**src/design/peakHist_settings.svh**
```systemverilog
`ifndef PEAKHIST_SETTINGS_SVH
`define PEAKHIST_SETTINGS_SVH

// width of one sample word
`define SAMPLE_WIDTH 12
// bins per histogram, coarse and fine alike
`define BIN_WIDTH 4
`define BIN_NUM (1 << `BIN_WIDTH)
// bin counter, saturating
`define COUNT_WIDTH 8
// pixel array and sample order within a pass
`define PIXEL_NUM 4
`define SAMPLES_PER_PIXEL 2
`define ACQ_NUM 3
// log2 of fine bin width, window is 2 coarse bins wide
`define FINE_SHIFT 5
`endif

```
**src/design/peakHistPkg.sv**
```systemverilog
`include "peakHist_settings.svh"

package peakHistPkg;

    // sample split into coarse bin and position inside it
    typedef struct packed {
        logic [`BIN_WIDTH-1:0] coarseBin;
        logic [`SAMPLE_WIDTH-`BIN_WIDTH-1:0] binOffset;
    } coarseView_t;

    // raw view for the window test in the fine pass
    // coarse view for bin selection in the coarse pass
    typedef union packed {
        logic [`SAMPLE_WIDTH-1:0] raw;
        coarseView_t coarse;
    } sampleWord_t;

    // coarse or fine bin number
    typedef logic [`BIN_WIDTH-1:0] binIndex_t;

    // pixel number in sample order
    typedef logic [$clog2(`PIXEL_NUM)-1:0] pixelIndex_t;

    // one bin counter
    typedef logic [`COUNT_WIDTH-1:0] binCount_t;

endpackage

```
**src/design/binCountIf.sv**
```systemverilog
`include "peakHist_settings.svh"

// updated bin counts from memory to tracker, valid only
interface binCountIf;
    import peakHistPkg::*;

    logic cntValid;
    pixelIndex_t cntPixel;
    binIndex_t cntBin;
    // count after this update
    binCount_t cntCount;
    logic cntPass;
    // separate strobe, also seen with cntValid low
    logic cntLast;

    modport sender (
        output cntValid, cntPixel, cntBin, cntCount, cntPass, cntLast
    );
    modport receiver (
        input cntValid, cntPixel, cntBin, cntCount, cntPass, cntLast
    );
endinterface

```
**src/design/binUpdateIf.sv**
```systemverilog
`include "peakHist_settings.svh"

// bin updates from binner to memory, valid only
interface binUpdateIf;
    import peakHistPkg::*;

    // sample was binned
    logic updValid;
    pixelIndex_t updPixel;
    binIndex_t updBin;
    // 0 coarse, 1 fine
    logic updPass;
    // final sample of a pass, may come without a count
    logic updLast;

    modport sender (
        output updValid, updPixel, updBin, updPass, updLast
    );
    modport receiver (
        input updValid, updPixel, updBin, updPass, updLast
    );
endinterface

```
**src/design/histogramMemory.sv**
```systemverilog
`include "peakHist_settings.svh"

module histogramMemory (
    input logic clk,
    input logic combin_res,
    binUpdateIf.receiver upd,
    binCountIf.sender cnt
);
    import peakHistPkg::*;

    localparam int depth = `PIXEL_NUM * `BIN_NUM;

    typedef logic [$clog2(depth)-1:0] binAddr_t;

    // counters per pixel and bin
    binCount_t counters [depth];
    // bin touched in this pass, stale counts are ignored
    logic [depth-1:0] binSeen;
    binAddr_t addr;
    binCount_t oldCount, newCount;

    assign addr = {upd.updPixel, upd.updBin};
    assign oldCount = counters[addr];

    // read-modify-write, saturating at full count
    always_comb begin
        if (!binSeen[addr]) begin
            newCount = binCount_t'(1);
        end else if (oldCount == '1) begin
            newCount = oldCount;
        end else begin
            newCount = oldCount + 1'b1;
        end
    end

    always_ff @(posedge clk) begin
        if (upd.updValid) begin
            counters[addr] <= newCount;
        end
        // last marker carries the pass even without a count
        if (upd.updValid || upd.updLast) begin
            cnt.cntPixel <= upd.updPixel;
            cnt.cntBin <= upd.updBin;
            cnt.cntCount <= newCount;
            cnt.cntPass <= upd.updPass;
        end
    end

    always_ff @(posedge clk or negedge combin_res) begin
        if (!combin_res) begin
            binSeen <= '0;
            cnt.cntValid <= 1'b0;
            cnt.cntLast <= 1'b0;
        end else begin
            cnt.cntValid <= upd.updValid;
            cnt.cntLast <= upd.updLast;
            // pass end clears the histogram in one cycle
            if (upd.updLast) begin
                binSeen <= '0;
            end else if (upd.updValid) begin
                binSeen[addr] <= 1'b1;
            end
        end
    end

    assert property (@(posedge clk) disable iff (!combin_res)
        upd.updValid |-> int'(upd.updPixel) < `PIXEL_NUM);

endmodule

```
**src/design/peakHistTop.sv**
```systemverilog
`include "peakHist_settings.svh"

module peakHistTop (
    input  logic clk,
    input  logic combin_res,
    input  logic wbCyc,
    input  logic wbStb,
    input  logic wbWe,
    input  peakHistPkg::sampleWord_t wbDatIn,
    output logic wbAck,
    output logic histPass,
    output logic countValid,
    output peakHistPkg::pixelIndex_t countPixel,
    output peakHistPkg::binIndex_t countBin,
    output peakHistPkg::binCount_t countValue,
    output logic resultValid,
    output peakHistPkg::pixelIndex_t resultPixel,
    output peakHistPkg::binIndex_t resultCoarseBin,
    output peakHistPkg::binIndex_t resultFineBin
);
    import peakHistPkg::*;

    // coarse peaks fed back to the window logic
    binIndex_t [`PIXEL_NUM-1:0] coarsePeaks;
    logic peaksReady;

    binUpdateIf updIf ();
    binCountIf cntIf ();

    sampleBinner binner_i (.clk, .combin_res, .wbCyc, .wbStb, .wbWe, .wbDatIn, .wbAck,
        .histPass, .coarsePeaks, .peaksReady, .upd(updIf));

    histogramMemory memory_i (.clk, .combin_res, .upd(updIf), .cnt(cntIf));

    peakTracker tracker_i (.clk, .combin_res, .cnt(cntIf), .coarsePeaks, .peaksReady,
        .resultValid, .resultPixel, .resultCoarseBin, .resultFineBin);

    // count stream out of the memory stage
    assign countValid = cntIf.cntValid;
    assign countPixel = cntIf.cntPixel;
    assign countBin = cntIf.cntBin;
    assign countValue = cntIf.cntCount;

endmodule

```
**src/design/peakTracker.sv**
```systemverilog
`include "peakHist_settings.svh"

module peakTracker (
    input  logic clk,
    input  logic combin_res,
    binCountIf.receiver cnt,
    output peakHistPkg::binIndex_t [`PIXEL_NUM-1:0] coarsePeaks,
    output logic peaksReady,
    output logic resultValid,
    output peakHistPkg::pixelIndex_t resultPixel,
    output peakHistPkg::binIndex_t resultCoarseBin,
    output peakHistPkg::binIndex_t resultFineBin
);
    import peakHistPkg::*;

    // running maximum per pixel for the current pass
    binCount_t [`PIXEL_NUM-1:0] maxCount, nextCount;
    binIndex_t [`PIXEL_NUM-1:0] maxBin, nextBin;
    logic isGreater;
    logic streamDone;

    // strictly greater, first bin at the maximum stays
    assign isGreater = cnt.cntValid && (cnt.cntCount > maxCount[cnt.cntPixel]);

    always_comb begin
        nextCount = maxCount;
        nextBin = maxBin;
        if (isGreater) begin
            nextCount[cnt.cntPixel] = cnt.cntCount;
            nextBin[cnt.cntPixel] = cnt.cntBin;
        end
    end

    assign streamDone = resultValid && (resultPixel == pixelIndex_t'(`PIXEL_NUM - 1));

    // fine peaks are read straight from the maxima while streaming
    assign resultCoarseBin = coarsePeaks[resultPixel];
    assign resultFineBin = maxBin[resultPixel];

    always_ff @(posedge clk or negedge combin_res) begin
        if (!combin_res) begin
            maxCount <= '0;
            maxBin <= '0;
            coarsePeaks <= '0;
            peaksReady <= 1'b0;
            resultValid <= 1'b0;
            resultPixel <= '0;
        end else begin
            peaksReady <= 1'b0;
            if (cnt.cntLast && !cnt.cntPass) begin
                // coarse end, latch including the final count
                coarsePeaks <= nextBin;
                maxCount <= '0;
                maxBin <= '0;
                peaksReady <= 1'b1;
            end else if (streamDone) begin
                // last result out, ready for next frame
                maxCount <= '0;
                maxBin <= '0;
                resultValid <= 1'b0;
                resultPixel <= '0;
                peaksReady <= 1'b1;
            end else begin
                maxCount <= nextCount;
                maxBin <= nextBin;
                // fine end, stream from pixel 0
                if (cnt.cntLast) begin
                    resultValid <= 1'b1;
                    resultPixel <= '0;
                end else if (resultValid) begin
                    resultPixel <= resultPixel + 1'b1;
                end
            end
        end
    end

    // binner holds off new samples until streaming is over
    assert property (@(posedge clk) disable iff (!combin_res)
        resultValid |-> !cnt.cntValid);

endmodule

```
**src/design/sampleBinner.sv**
```systemverilog
`include "peakHist_settings.svh"

module sampleBinner (
    input  logic clk,
    input  logic combin_res,
    input  logic wbCyc,
    input  logic wbStb,
    input  logic wbWe,
    input  peakHistPkg::sampleWord_t wbDatIn,
    output logic wbAck,
    output logic histPass,
    input  peakHistPkg::binIndex_t [`PIXEL_NUM-1:0] coarsePeaks,
    input  logic peaksReady,
    binUpdateIf.sender upd
);
    import peakHistPkg::*;

    localparam int sampleCntWidth = $clog2(`SAMPLES_PER_PIXEL);
    localparam int acqCntWidth = $clog2(`ACQ_NUM);
    localparam int coarseWidth = 1 << (`SAMPLE_WIDTH - `BIN_WIDTH);
    localparam int windowSpan = `BIN_NUM << `FINE_SHIFT;

    // one extra bit so the window end at full scale fits
    typedef logic [`SAMPLE_WIDTH:0] sampleExt_t;
    localparam sampleExt_t halfBin = sampleExt_t'(coarseWidth / 2);
    localparam sampleExt_t spanExt = sampleExt_t'(windowSpan);
    localparam sampleExt_t lowerMax = sampleExt_t'((1 << `SAMPLE_WIDTH) - windowSpan);

    logic [sampleCntWidth-1:0] sampleCnt;
    pixelIndex_t pixelCnt;
    logic [acqCntWidth-1:0] acqCnt;
    logic waiting;
    logic accept;
    logic sampleWrap, pixelWrap, acqWrap, lastSample;
    binIndex_t peakBin, fineBin;
    sampleExt_t lowerBound, sampleExt, offset;
    logic inWindow;

    // classic write, one ack cycle per sample
    assign accept = wbCyc && wbStb && wbWe && !wbAck && !waiting;

    assign sampleWrap = sampleCnt == sampleCntWidth'(`SAMPLES_PER_PIXEL - 1);
    assign pixelWrap = pixelCnt == pixelIndex_t'(`PIXEL_NUM - 1);
    assign acqWrap = acqCnt == acqCntWidth'(`ACQ_NUM - 1);
    assign lastSample = sampleWrap && pixelWrap && acqWrap;

    // window lower bound from this pixel's coarse peak
    assign peakBin = coarsePeaks[pixelCnt];
    always_comb begin
        if (peakBin == '0) begin
            lowerBound = '0;
        end else if (peakBin == '1) begin
            lowerBound = lowerMax;
        end else begin
            lowerBound = {1'b0, peakBin, {(`SAMPLE_WIDTH - `BIN_WIDTH){1'b0}}} - halfBin;
        end
    end

    // raw view for the window test
    assign sampleExt = {1'b0, wbDatIn.raw};
    assign inWindow = (sampleExt >= lowerBound) && (sampleExt < lowerBound + spanExt);
    assign offset = sampleExt - lowerBound;
    assign fineBin = offset[`FINE_SHIFT +: `BIN_WIDTH];

    always_ff @(posedge clk or negedge combin_res) begin
        if (!combin_res) begin
            wbAck <= 1'b0;
            histPass <= 1'b0;
            waiting <= 1'b0;
            sampleCnt <= '0;
            pixelCnt <= '0;
            acqCnt <= '0;
            upd.updValid <= 1'b0;
            upd.updLast <= 1'b0;
        end else begin
            wbAck <= accept;
            // out of window samples are acked but not binned
            upd.updValid <= accept && (!histPass || inWindow);
            upd.updLast <= accept && lastSample;
            if (accept) begin
                sampleCnt <= sampleWrap ? '0 : sampleCnt + 1'b1;
                if (sampleWrap) begin
                    pixelCnt <= pixelCnt + 1'b1;
                    if (pixelWrap) begin
                        acqCnt <= acqWrap ? '0 : acqCnt + 1'b1;
                    end
                end
                // pass end, hold off until tracker is done
                if (lastSample) begin
                    histPass <= !histPass;
                    waiting <= 1'b1;
                end
            end else if (peaksReady) begin
                waiting <= 1'b0;
            end
        end
    end

    // update payload
    always_ff @(posedge clk) begin
        if (accept) begin
            upd.updPixel <= pixelCnt;
            upd.updBin <= histPass ? fineBin : wbDatIn.coarse.coarseBin;
            upd.updPass <= histPass;
        end
    end

    // only the ack of the final sample may follow once waiting
    assert property (@(posedge clk) disable iff (!combin_res)
        waiting && $past(waiting) |-> !wbAck);

endmodule

```
**config.mk**
```make
export PLATFORM = sky130hd
export DESIGN_NAME = peakHistTop
export DESIGN_NICKNAME = d
export VERILOG_FILES = /design/src/design/peakHistPkg.sv /design/src/design/binCountIf.sv /design/src/design/binUpdateIf.sv /design/src/design/histogramMemory.sv /design/src/design/peakHistTop.sv /design/src/design/peakTracker.sv /design/src/design/sampleBinner.sv
export VERILOG_INCLUDE_DIRS = /design/src /design/src/design
export SDC_FILE = /design/constraint.sdc
export NUM_CORES = 1
export LEC_CHECK = 0
export ABC_AREA = 1
export BUFFER_PORTS_ARGS = -buffer_cell sky130_fd_sc_hd__buf_4
export CAP_MARGIN = 20
export CELL_PAD_IN_SITES_DETAIL_PLACEMENT = 0
export CELL_PAD_IN_SITES_GLOBAL_PLACEMENT = 1
export CORE_MARGIN = 2
export CORE_UTILIZATION = 55
export CTS_CLUSTER_SIZE = 10
export DETAILED_ROUTE_END_ITERATION = 7
export PLACE_DENSITY_LB_ADDON = 0.1
export SKIP_CTS_REPAIR_TIMING = 1
export SLEW_MARGIN = 20
export SYNTH_ARGS = -nofsm -noshare
export SYNTH_HDL_FRONTEND = slang
export SYNTH_SLANG_ARGS = --single-unit
```
**constraint.sdc**
```tcl
create_clock -name clk -period 9.97 [get_ports clk]
set_input_delay 2.4925 -clock clk [delete_from_list [all_inputs] [get_ports clk]]
set_output_delay 2.4925 -clock clk [all_outputs]
set_load 0.01 [all_outputs]
```
* Yosys cells after proc, flatten, opt, wreduce, memory -nomap -nowiden
Memories as Yosys holds them, arrays and structs flattened. A register that Yosys moved wholly into a read port is not among the register bits.
Index checks and enable logic that the tools add are counted.
** Word-level totals
- Register bits :: 166
- Memory bits (writable) :: 512
- Bits of input ports :: 17
- Output and inout bits :: 28
- Word-level logic and storage cells :: 137
- Memories :: 1
** Memory list
- memory_i.counters :: words 64, width 8, rd ports 1, clocked after memory_dff 1, write ports 1, RTL line histogramMemory.sv:16 : binCount_t counters [depth];
** Operators by class
- Add/subtract/negate cells :: 8
- Magnitude comparators :: 9
- Equal/unequal tests :: 6
- Mux-type cells :: 46
- Bitwise operators :: 2
- Reductions and logical operators :: 32
** Operator list (number)
- 2-to-1 mux 64 bit :: 2
- 2-to-1 mux 32 bit :: 3
- bitwise OR 64 bit :: 1
- 2-to-1 mux 16 bit :: 3
- bitwise mux 32 bit :: 1
- 2-to-1 mux 8 bit :: 4
- 2-to-1 mux 13 bit :: 2
- binary-select mux 4 bit (select 2 bit) :: 3
- 2-to-1 mux 4 bit :: 5
- binary-select mux 8 bit (select 2 bit) :: 1
- bitwise mux 16 bit :: 1
- demux 8 bit (select 2 bit) :: 1
- logical AND 1 bit :: 14
- adder 13 x 10 -> 13 bit, second input constant :: 1
- >= comparator 12 x 13 -> 1 bit :: 1
- less-than comparator 12 x 13 -> 1 bit :: 1
- subtractor 12 x 8 -> 13 bit, second input constant :: 1
- 2-to-1 mux 1 bit :: 12
- AND reduction 2 bit :: 5
- less-than comparator 2 x 3 -> 1 bit, second input constant :: 3
- subtractor 9 bit :: 1
- adder 8 x 1 -> 8 bit, second input constant :: 1
- demux 4 bit (select 2 bit) :: 1
- equality test 8 bit, second input constant :: 1
- other kinds (20) :: 34

* Depth between registers and ports, before layout
Gate-level depths: netlist of the first run.
- Word-level depth :: 10
- Depth in mapped cells :: 20
- Gate-level depth less buffers :: 19

* Hierarchy
A second synthesis of the first run with hierarchy kept.
** Second synthesis, totals
- Cell total of the unflattened synthesis :: 3192
- Area, all modules :: 30495.5 um^2
** Modules (own cells, without submodules)
- histogramMemory :: instances 1, cells an instance 2541, area an instance 25445.7 um^2, sequential area each 17476.8 um^2
- peakTracker :: instances 1, cells an instance 483, area an instance 3742.3 um^2, sequential area each 1701.6 um^2
- sampleBinner :: instances 1, cells an instance 168, area an instance 1307.5 um^2, sequential area each 460.4 um^2

* Worst setup path after synthesis of the first run
OpenSTA, ideal clock, no wires.
- Path kind :: reg-to-reg
- Start point :: reg (tool-made name)
- End point :: reg memory_i.cnt.cntCount[4] (data pin)
- Library setup time :: 0.553 ns
- Arrival :: 3.693 ns
- Path slack :: 5.724 ns
- Stages on the path, launching flop included :: 19
- Cells stage by stage :: dfxtp_1 > buf_6 > inv_6 > buf_8 > buf_6 > buf_4 > nand2_1 > nand3_1 > nand3_1 > nand2_1 > nand2_1 > nand3_1 > nand3_1 > nand2_2 > ha_1 > nand3_2 > nor2_4 > nand2_2 > a21oi_1
** RTL lines
- end signal, assigned :: RTL line histogramMemory.sv:44 : cnt.cntCount <= newCount;
- end, declared :: RTL line binCountIf.sv:17 : output cntValid, cntPixel, cntBin, cntCount, cntPass, cntLast

==> metrics.yaml, run 1 <==
floorplanning:
  rows: 83
  start_util_pct: 55.87
  io_pins: 45
  dieArea_um2: 54170
  die_x_um: 232.7
  die_h_um: 232.7
  fp.coreArea_um2: 51510
layout:
  design_area_um2: 32130
  layout_common_cells: "758 x nand2_1, 534 x edfxtp_1, 460 x nand3_1"
  utilization_pct: 62.37
  mostFrequentLayoutCell: "nand2_1"
  layout.cells.non_filler: 3460
  fillerInstances: 4124
  insertedDiodeCount: 0
  nets: 2760
  syn_to_final_growth_pct: 11.64
  drive_gt1_share_pct: 8.633
setup_path:
  crit_type: "flop to flop"
  critPathMaxFanout: 81
  cp-end-kind: "flop"
  r2r_setup_slack_ps: 4940
  r2r-end: "memory_i.counters[12][4]$_DFFE_PP_"
  startpoint_type: "flop"
  cp.arrival_ps: 5400
  rr_worst_depth: 16
  crit_path_end: "memory_i.counters[12][4]$_DFFE_PP_"
  cp.required_ps: 10350
route:
  vias_per_cell: 5.853
  antenna_left: 0
  drtPass1Iterations: 5
  wirelength_um: 79200
  drc: 0
  first_iter_violations: 2305
  wl_per_cell_um: 22.89
  vias: 20250
placed_design:
  pre_cts_ws_ps: 4916
  placed_cells: 3316
  numPortBuffers: 44
  gp_congestion: 0.8714
  dp_hpwl_um: 47040
  placed_cell_area_um2: 29760
logic_synthesis:
  ys_seq_area_share_pct: 68.66
  synth_compound_area_share_pct: 3.770
  avgSynthCellArea_um2: 10.77
  ys_ff_latch: 684
  synth_ff_type: "edfxtp_1"
  synthMuxAreaShare_pct: 0
  synth_top_cells_by_area: "edfxtp_1 56%, dfrtp_1 13%, nand2_1 9.9%"
  yosys_warnings: 0
  synth_xor_area_share_pct: 0.2435
  syn_nets: 2713
  yosys.area_share.simple_pct: 22.25
  synth_edf_count: 534
  synth_top_area_share_pct: 55.72
  synth_top_family_by_area: "simple AND/OR/NAND/NOR gates"
  synthArstFlopShare_pct: 21.05
  synth_area_um2: 28780
  synth_cells: 2672
  synth_cell_type_count: 46
  synth_top_area_cell: "edfxtp_1"
  synth_fa_ha_area_share_pct: 1.070
sta:
  fin_crit_ps: 5028
  fin_crit_sh_pct: 50.43
  finalMaxSlewViolations: 0
  clock_skew_ps: 15.84
  clock.fmax_mhz: 198.9
  finalHoldViolCount: 0
  tightest_slew_ps: 1181
  rsz0062_at_grt: "false"
  max_slew_margin_pct: 20.97
  setup_viol: 0
  finalSetupTns_ps: 0
  layout_setup_ws_ps: 4942
clock_tree:
  insertion_delay_ps: 620
  clockBufferDepth: 3
  htreeDepth: 3
  cts-root-buf: "clkbuf_16"
  clk_pin_slew_ps: 60
  cts_tree: "built"
  cts_made_buffers: 80
  clock_sinks: 684
min_path:
  hold_path.class: "flop to flop"
power:
  ir_worst_vdd_uv: 173.0
  power_density_nw_per_um2: 177.6
  leakage_uw: 0.01266
global_routing:
  grt_usage_pct: 29.95
  first_global_vias: 18890
  grt_max_degree: 103
  grt_pass1_wl_um: 119100
  antenna_found_initial: 1
  grt_overflow: 0
flow_run:
  drv_cap: 0
run_status:
  status: "completed"
-- cell type report --
type                            instances  area, um2  share of cell area, %
Tap cell                              680      850.8                  2.648
Inverter                              102      395.4                  1.231
Clock inverter                          8      46.29                 0.1441
Clock buffer                          135       2282                  7.104
Sequential cell                       684      19770                  61.54
Multi-Input combinational cell       1750       7969                  24.81
Timing Repair Buffer                  101      813.3                  2.532
-- flip-flops by register name, summed over array words and instances (netlist names), 2 cells and up, named ones only --
name                   cells
memory_i.counters        512
memory_i.binSeen          64
tracker_i.maxCount        32
tracker_i.coarsePeaks     16
tracker_i.maxBin          16
memory_i.cnt.cntCount      8
binner_i.upd.updBin        4
memory_i.cnt.cntBin        4
binner_i.acqCnt            2
binner_i.pixelCnt          2
binner_i.upd.updPixel      2
memory_i.cnt.cntPixel      2
tracker_i.resultPixel      2
-- cells by family after synthesis --
| logic type | count (synthesis) |
|---|---|
| adder cells (fa/ha/maj) | 24 |
| buffers and inverters | 238 |
| XOR/XNOR | 8 |
| AO/OA/AOI/OAI | 186 |
| AND/OR/NAND/NOR | 1532 |
| flip-flops | 684 |
-- worst max-delay path, stage by stage, from the launching register on --
cell and delay (ps):
dfxtp_4 660, buf_4 590, buf_4 820, nand2_1 130, nand3_1 130, nand3_1 70
nand2_1 110, nand2_1 70, nand3_1 110, nand3_1 90, nand2_2 110, ha_1 220
nand3_2 130, nor2_4 150, nand2_2 120, a21oi_4 670, buf_4 490
-- through the flow --
step	hold slack, ps	power [uW]
after floorplan	366.3	3103
after global placement	419.9	3121
after detailed placement	423.4	3121
after CTS	433.2	5733
after global routing	441.5	5846
final	432.4	5705
-- cells in the mapped netlist (12+ instances only) --
cell,n
nand2_1,758
edfxtp_1,534
nand3_1,461
nor2_1,281
dfrtp_1,144
inv_1,94
o21ai_0,92
o22ai_1,50
clkbuf_1,38
buf_2,35
buf_4,29
ha_1,23
buf_1,21
a21oi_1,15
nor3_1,13
buf_6,12
-- per-layer routing --
| metal | track usage, % | share of wire, % |
|---|---|---|
| met1 | 44.98 | 43 |
| met2 | 45.00 | 45 |
| met3 | 5.392 | 8.7 |
| met4 | 8.658 | 2.4 |
| met5 | 0 | 0 |
-- where the power goes --
| part | switching, uW | leakage, uW | internal, uW |
|---|---|---|---|
| clock network | 1090 | 0.00111 | 1550 |
| logic | 15.7 | 0.00459 | 6.61 |
| registers | 0 | 0.00696 | 3040 |
| total | 1110 | 0.0127 | 4600 |
-- worst min path at each step --
| stage | depth (start not counted) | end | slack [ps] | start |
|---|---|---|---|---|
| final | 1 | binner_i.waiting$_DFFE_PN0P_ | 430 | tracker_i.peaksReady$_DFF_PN0_ |
| after global routing | 1 | binner_i.waiting$_DFFE_PN0P_ | 440 | tracker_i.peaksReady$_DFF_PN0_ |
| after floorplan | 0 | memory_i.cnt.cntValid$_DFF_PN0_ | 370 | binner_i.upd.updValid$_DFF_PN0_ |
| after CTS | 1 | binner_i.waiting$_DFFE_PN0P_ | 430 | tracker_i.peaksReady$_DFF_PN0_ |
| after global placement | 1 | binner_i.waiting$_DFFE_PN0P_ | 420 | tracker_i.peaksReady$_DFF_PN0_ |
| after detailed placement | 1 | binner_i.waiting$_DFFE_PN0P_ | 420 | tracker_i.peaksReady$_DFF_PN0_ |
(Power assumes the default switching activity.)
==> run 2, diff against run 1 <==
ABC_AREA = 0   (was 1)
CORE_UTILIZATION = 54   (was 55)
clock period = 5.2 ns   (was 9.97 ns; I/O delays follow)
==> metrics.yaml, run 2 <==
route:
  routed.top_layer: "met4"
  wl_met1_um: 30290
  wl_met2_um: 34820
  wirelength_um: 73300
  antenna_left: 0
  vias: 15720
  wl_per_cell_um: 29.41
  drtPass1Iterations: 5
  first_iter_violations: 1781
  drc: 0
  vias_per_cell: 6.309
  wl_met3_um: 6167
layout:
  utilization_pct: 61.89
  mostFrequentLayoutCell: "edfxtp_1"
  syn_to_final_growth_pct: 13.32
  drive_gt1_share_pct: 23.40
  design_area_um2: 31820
  regMostFlops: "memory_i.counters"
  nets: 1801
  layout_common_cells: "534 x edfxtp_1, 238 x nor2_1, 157 x mux4_2"
  reg.largest.list: "memory_i.counters x512, memory_i.binSeen x64, tracker_i.maxCount x32"
  insertedDiodeCount: 0
  layout.cells.non_filler: 2492
  largest_reg_flops: 512
setup_path:
  path_delay_family: "multiplexers"
  cp.required_ps: 5510
  critPathMaxFanout: 41
  cp-end-kind: "flop"
  path_buf_inv: 4
  cp_slowest_cell: "dfxtp_4"
  rr_worst_depth: 12
  cpPeakStageDelay_ps: 660
  cp.arrival_ps: 4690
  r2r_setup_slack_ps: 820
  path_cells: "buf_12, mux4_2, mux4_2, a311o_1, ha_1, inv_1, nor2_1, nand4_2, buf_4, xnor2_1, nand2b_2, buf_4"
  crit_type: "flop to flop"
  r2r-end: "memory_i.counters[44][0]$_DFFE_PP_"
  startpoint_type: "flop"
logic_synthesis:
  ys_ff_latch: 684
  yosysMostFrequentCell: "edfxtp_1"
  avgSynthCellArea_um2: 16.90
  syn_nets: 1702
  synthArstFlopShare_pct: 21.05
  synth_top_cells_by_area: "edfxtp_1 57%, dfrtp_1 13%, mux4_2 13%"
  ys_seq_area_share_pct: 70.37
  synth_cell_type_count: 72
  synth_commonest_cells: "534 x edfxtp_1, 274 x nor2_1, 157 x mux4_2, 144 x dfrtp_1, 71 x mux2i_1"
  synth_ff_type: "edfxtp_1"
  synth_area_um2: 28080
  synth_cells: 1661
  synth_top_area_cell: "edfxtp_1"
  synth_top_area_share_pct: 57.11
  synth_edf_count: 534
  yosys_warnings: 0
clock_tree:
  clock_sinks: 684
  htreeDepth: 3
  clk_pin_slew_ps: 50
  clockBufferDepth: 3
  insertion_delay_ps: 630
  cts_made_buffers: 79
  cts_tree: "built"
  cts-root-buf: "clkbuf_16"
floorplanning:
  start_util_pct: 54.62
  die_h_um: 232.0
  dieArea_um2: 53830
  die_x_um: 232.0
  fp.coreArea_um2: 51410
  io_pins: 45
  rows: 83
global_routing:
  antenna_found_initial: 0
  first_global_vias: 15520
  grt_overflow: 0
  grt_pass1_wl_um: 107300
  grt_usage_pct: 28.19
  grt_max_degree: 66
min_path:
  hold_path.class: "flop to flop"
  hold_depth: 0
  min_delay_worst_endpoint: "memory_i.cnt.cntPass$_DFFE_PP_"
  min_from: "binner_i.upd.updPass$_DFFE_PP_"
power:
  power_density_nw_per_um2: 342.7
  leakage_uw: 0.01134
  ir_worst_vdd_uv: 237.2
sta:
  tightest_slew_ps: 1221
  clock_skew_ps: 33.22
  rsz0062_at_grt: "false"
  layout_setup_ws_ps: 821.0
  finalHoldViolCount: 0
  max_slew_margin_pct: 18.45
  finalMaxSlewViolations: 0
  fin_crit_ps: 4379
  clock.fmax_mhz: 228.4
  fin_crit_sh_pct: 84.21
  finalSetupTns_ps: 0
  setup_viol: 0
placed_design:
  pre_cts_ws_ps: 798.4
  placed_cells: 2359
  dp_hpwl_um: 45680
  numPortBuffers: 44
  placed_cell_area_um2: 29480
  gp_congestion: 0.8471
flow_run:
  drv_cap: 0
run_status:
  status: "completed"
run 2: worst max path at each step:
stage	end	cells past startpoint	startpoint
2_1_floorplan	memory_i.cnt.cntCount[2]$_DFFE_PP_	14	flop
3_3_place_gp	memory_i.counters[16][1]$_DFFE_PP_	10	flop
3_5_place_dp	memory_i.counters[46][0]$_DFFE_PP_	12	flop
4_1_cts	memory_i.counters[45][0]$_DFFE_PP_	12	flop
5_1_grt	memory_i.counters[44][0]$_DFFE_PP_	12	flop
6_report	memory_i.counters[44][0]$_DFFE_PP_	12	flop
run 2: cells by family after synthesis:
family	share of synthesized area [%]
buf+inv	2.242
compound gates	3.690
mux	15.62
simple gates	6.729
xor+xnor	0.2496
fa+ha+maj	1.096
flops	70.37
run 2: power breakdown:
| part | switching, uW | internal (uW) |
|---|---|---|
| clock | 2060 | 2970 |
| combinational | 29.6 | 13.5 |
| sequential | 0 | 5830 |
| total | 2090 | 8810 |
run 2: worst reg2reg max path: stages, from the launching register on:
cell and delay, ps:
dfxtp_4 660, buf_12 370, mux4_2 600, mux4_2 470, a311o_1 420, ha_1 300, inv_1 110, nor2_1 80
nand4_2 110, buf_4 170, xnor2_1 140, nand2b_2 280, buf_4 350
run 2: per-stage QoR:
step                      total power [uW]  hold slack, ps
after floorplan                       5948           370.4
after global placement                5984           406.0
after detailed placement              5985           420.7
after CTS                            10980           433.3
after global routing                 11200           438.7
final                                10910           432.3
run 2: per-layer routing:
| layer | GRT usage [%] | vias to the layer above |
|---|---|---|
| li1 | - | 6616 |
| met1 | 41.31 | 8246 |
| met2 | 44.18 | 753 |
| met3 | 4.040 | 106 |
| met4 | 9.275 | 0 |
| met5 | 0 | - |
run 2: layout make-up:
type / instances / area (um2)
tap: 680 / 850.8
clock inverter: 5 / 33.78
inverter: 36 / 135.1
sequential: 684 / 19770
clock buffer: 128 / 2276
timing repair buffer: 106 / 924.6
fill: 3767 / 19590
multi-input combinational: 853 / 7828
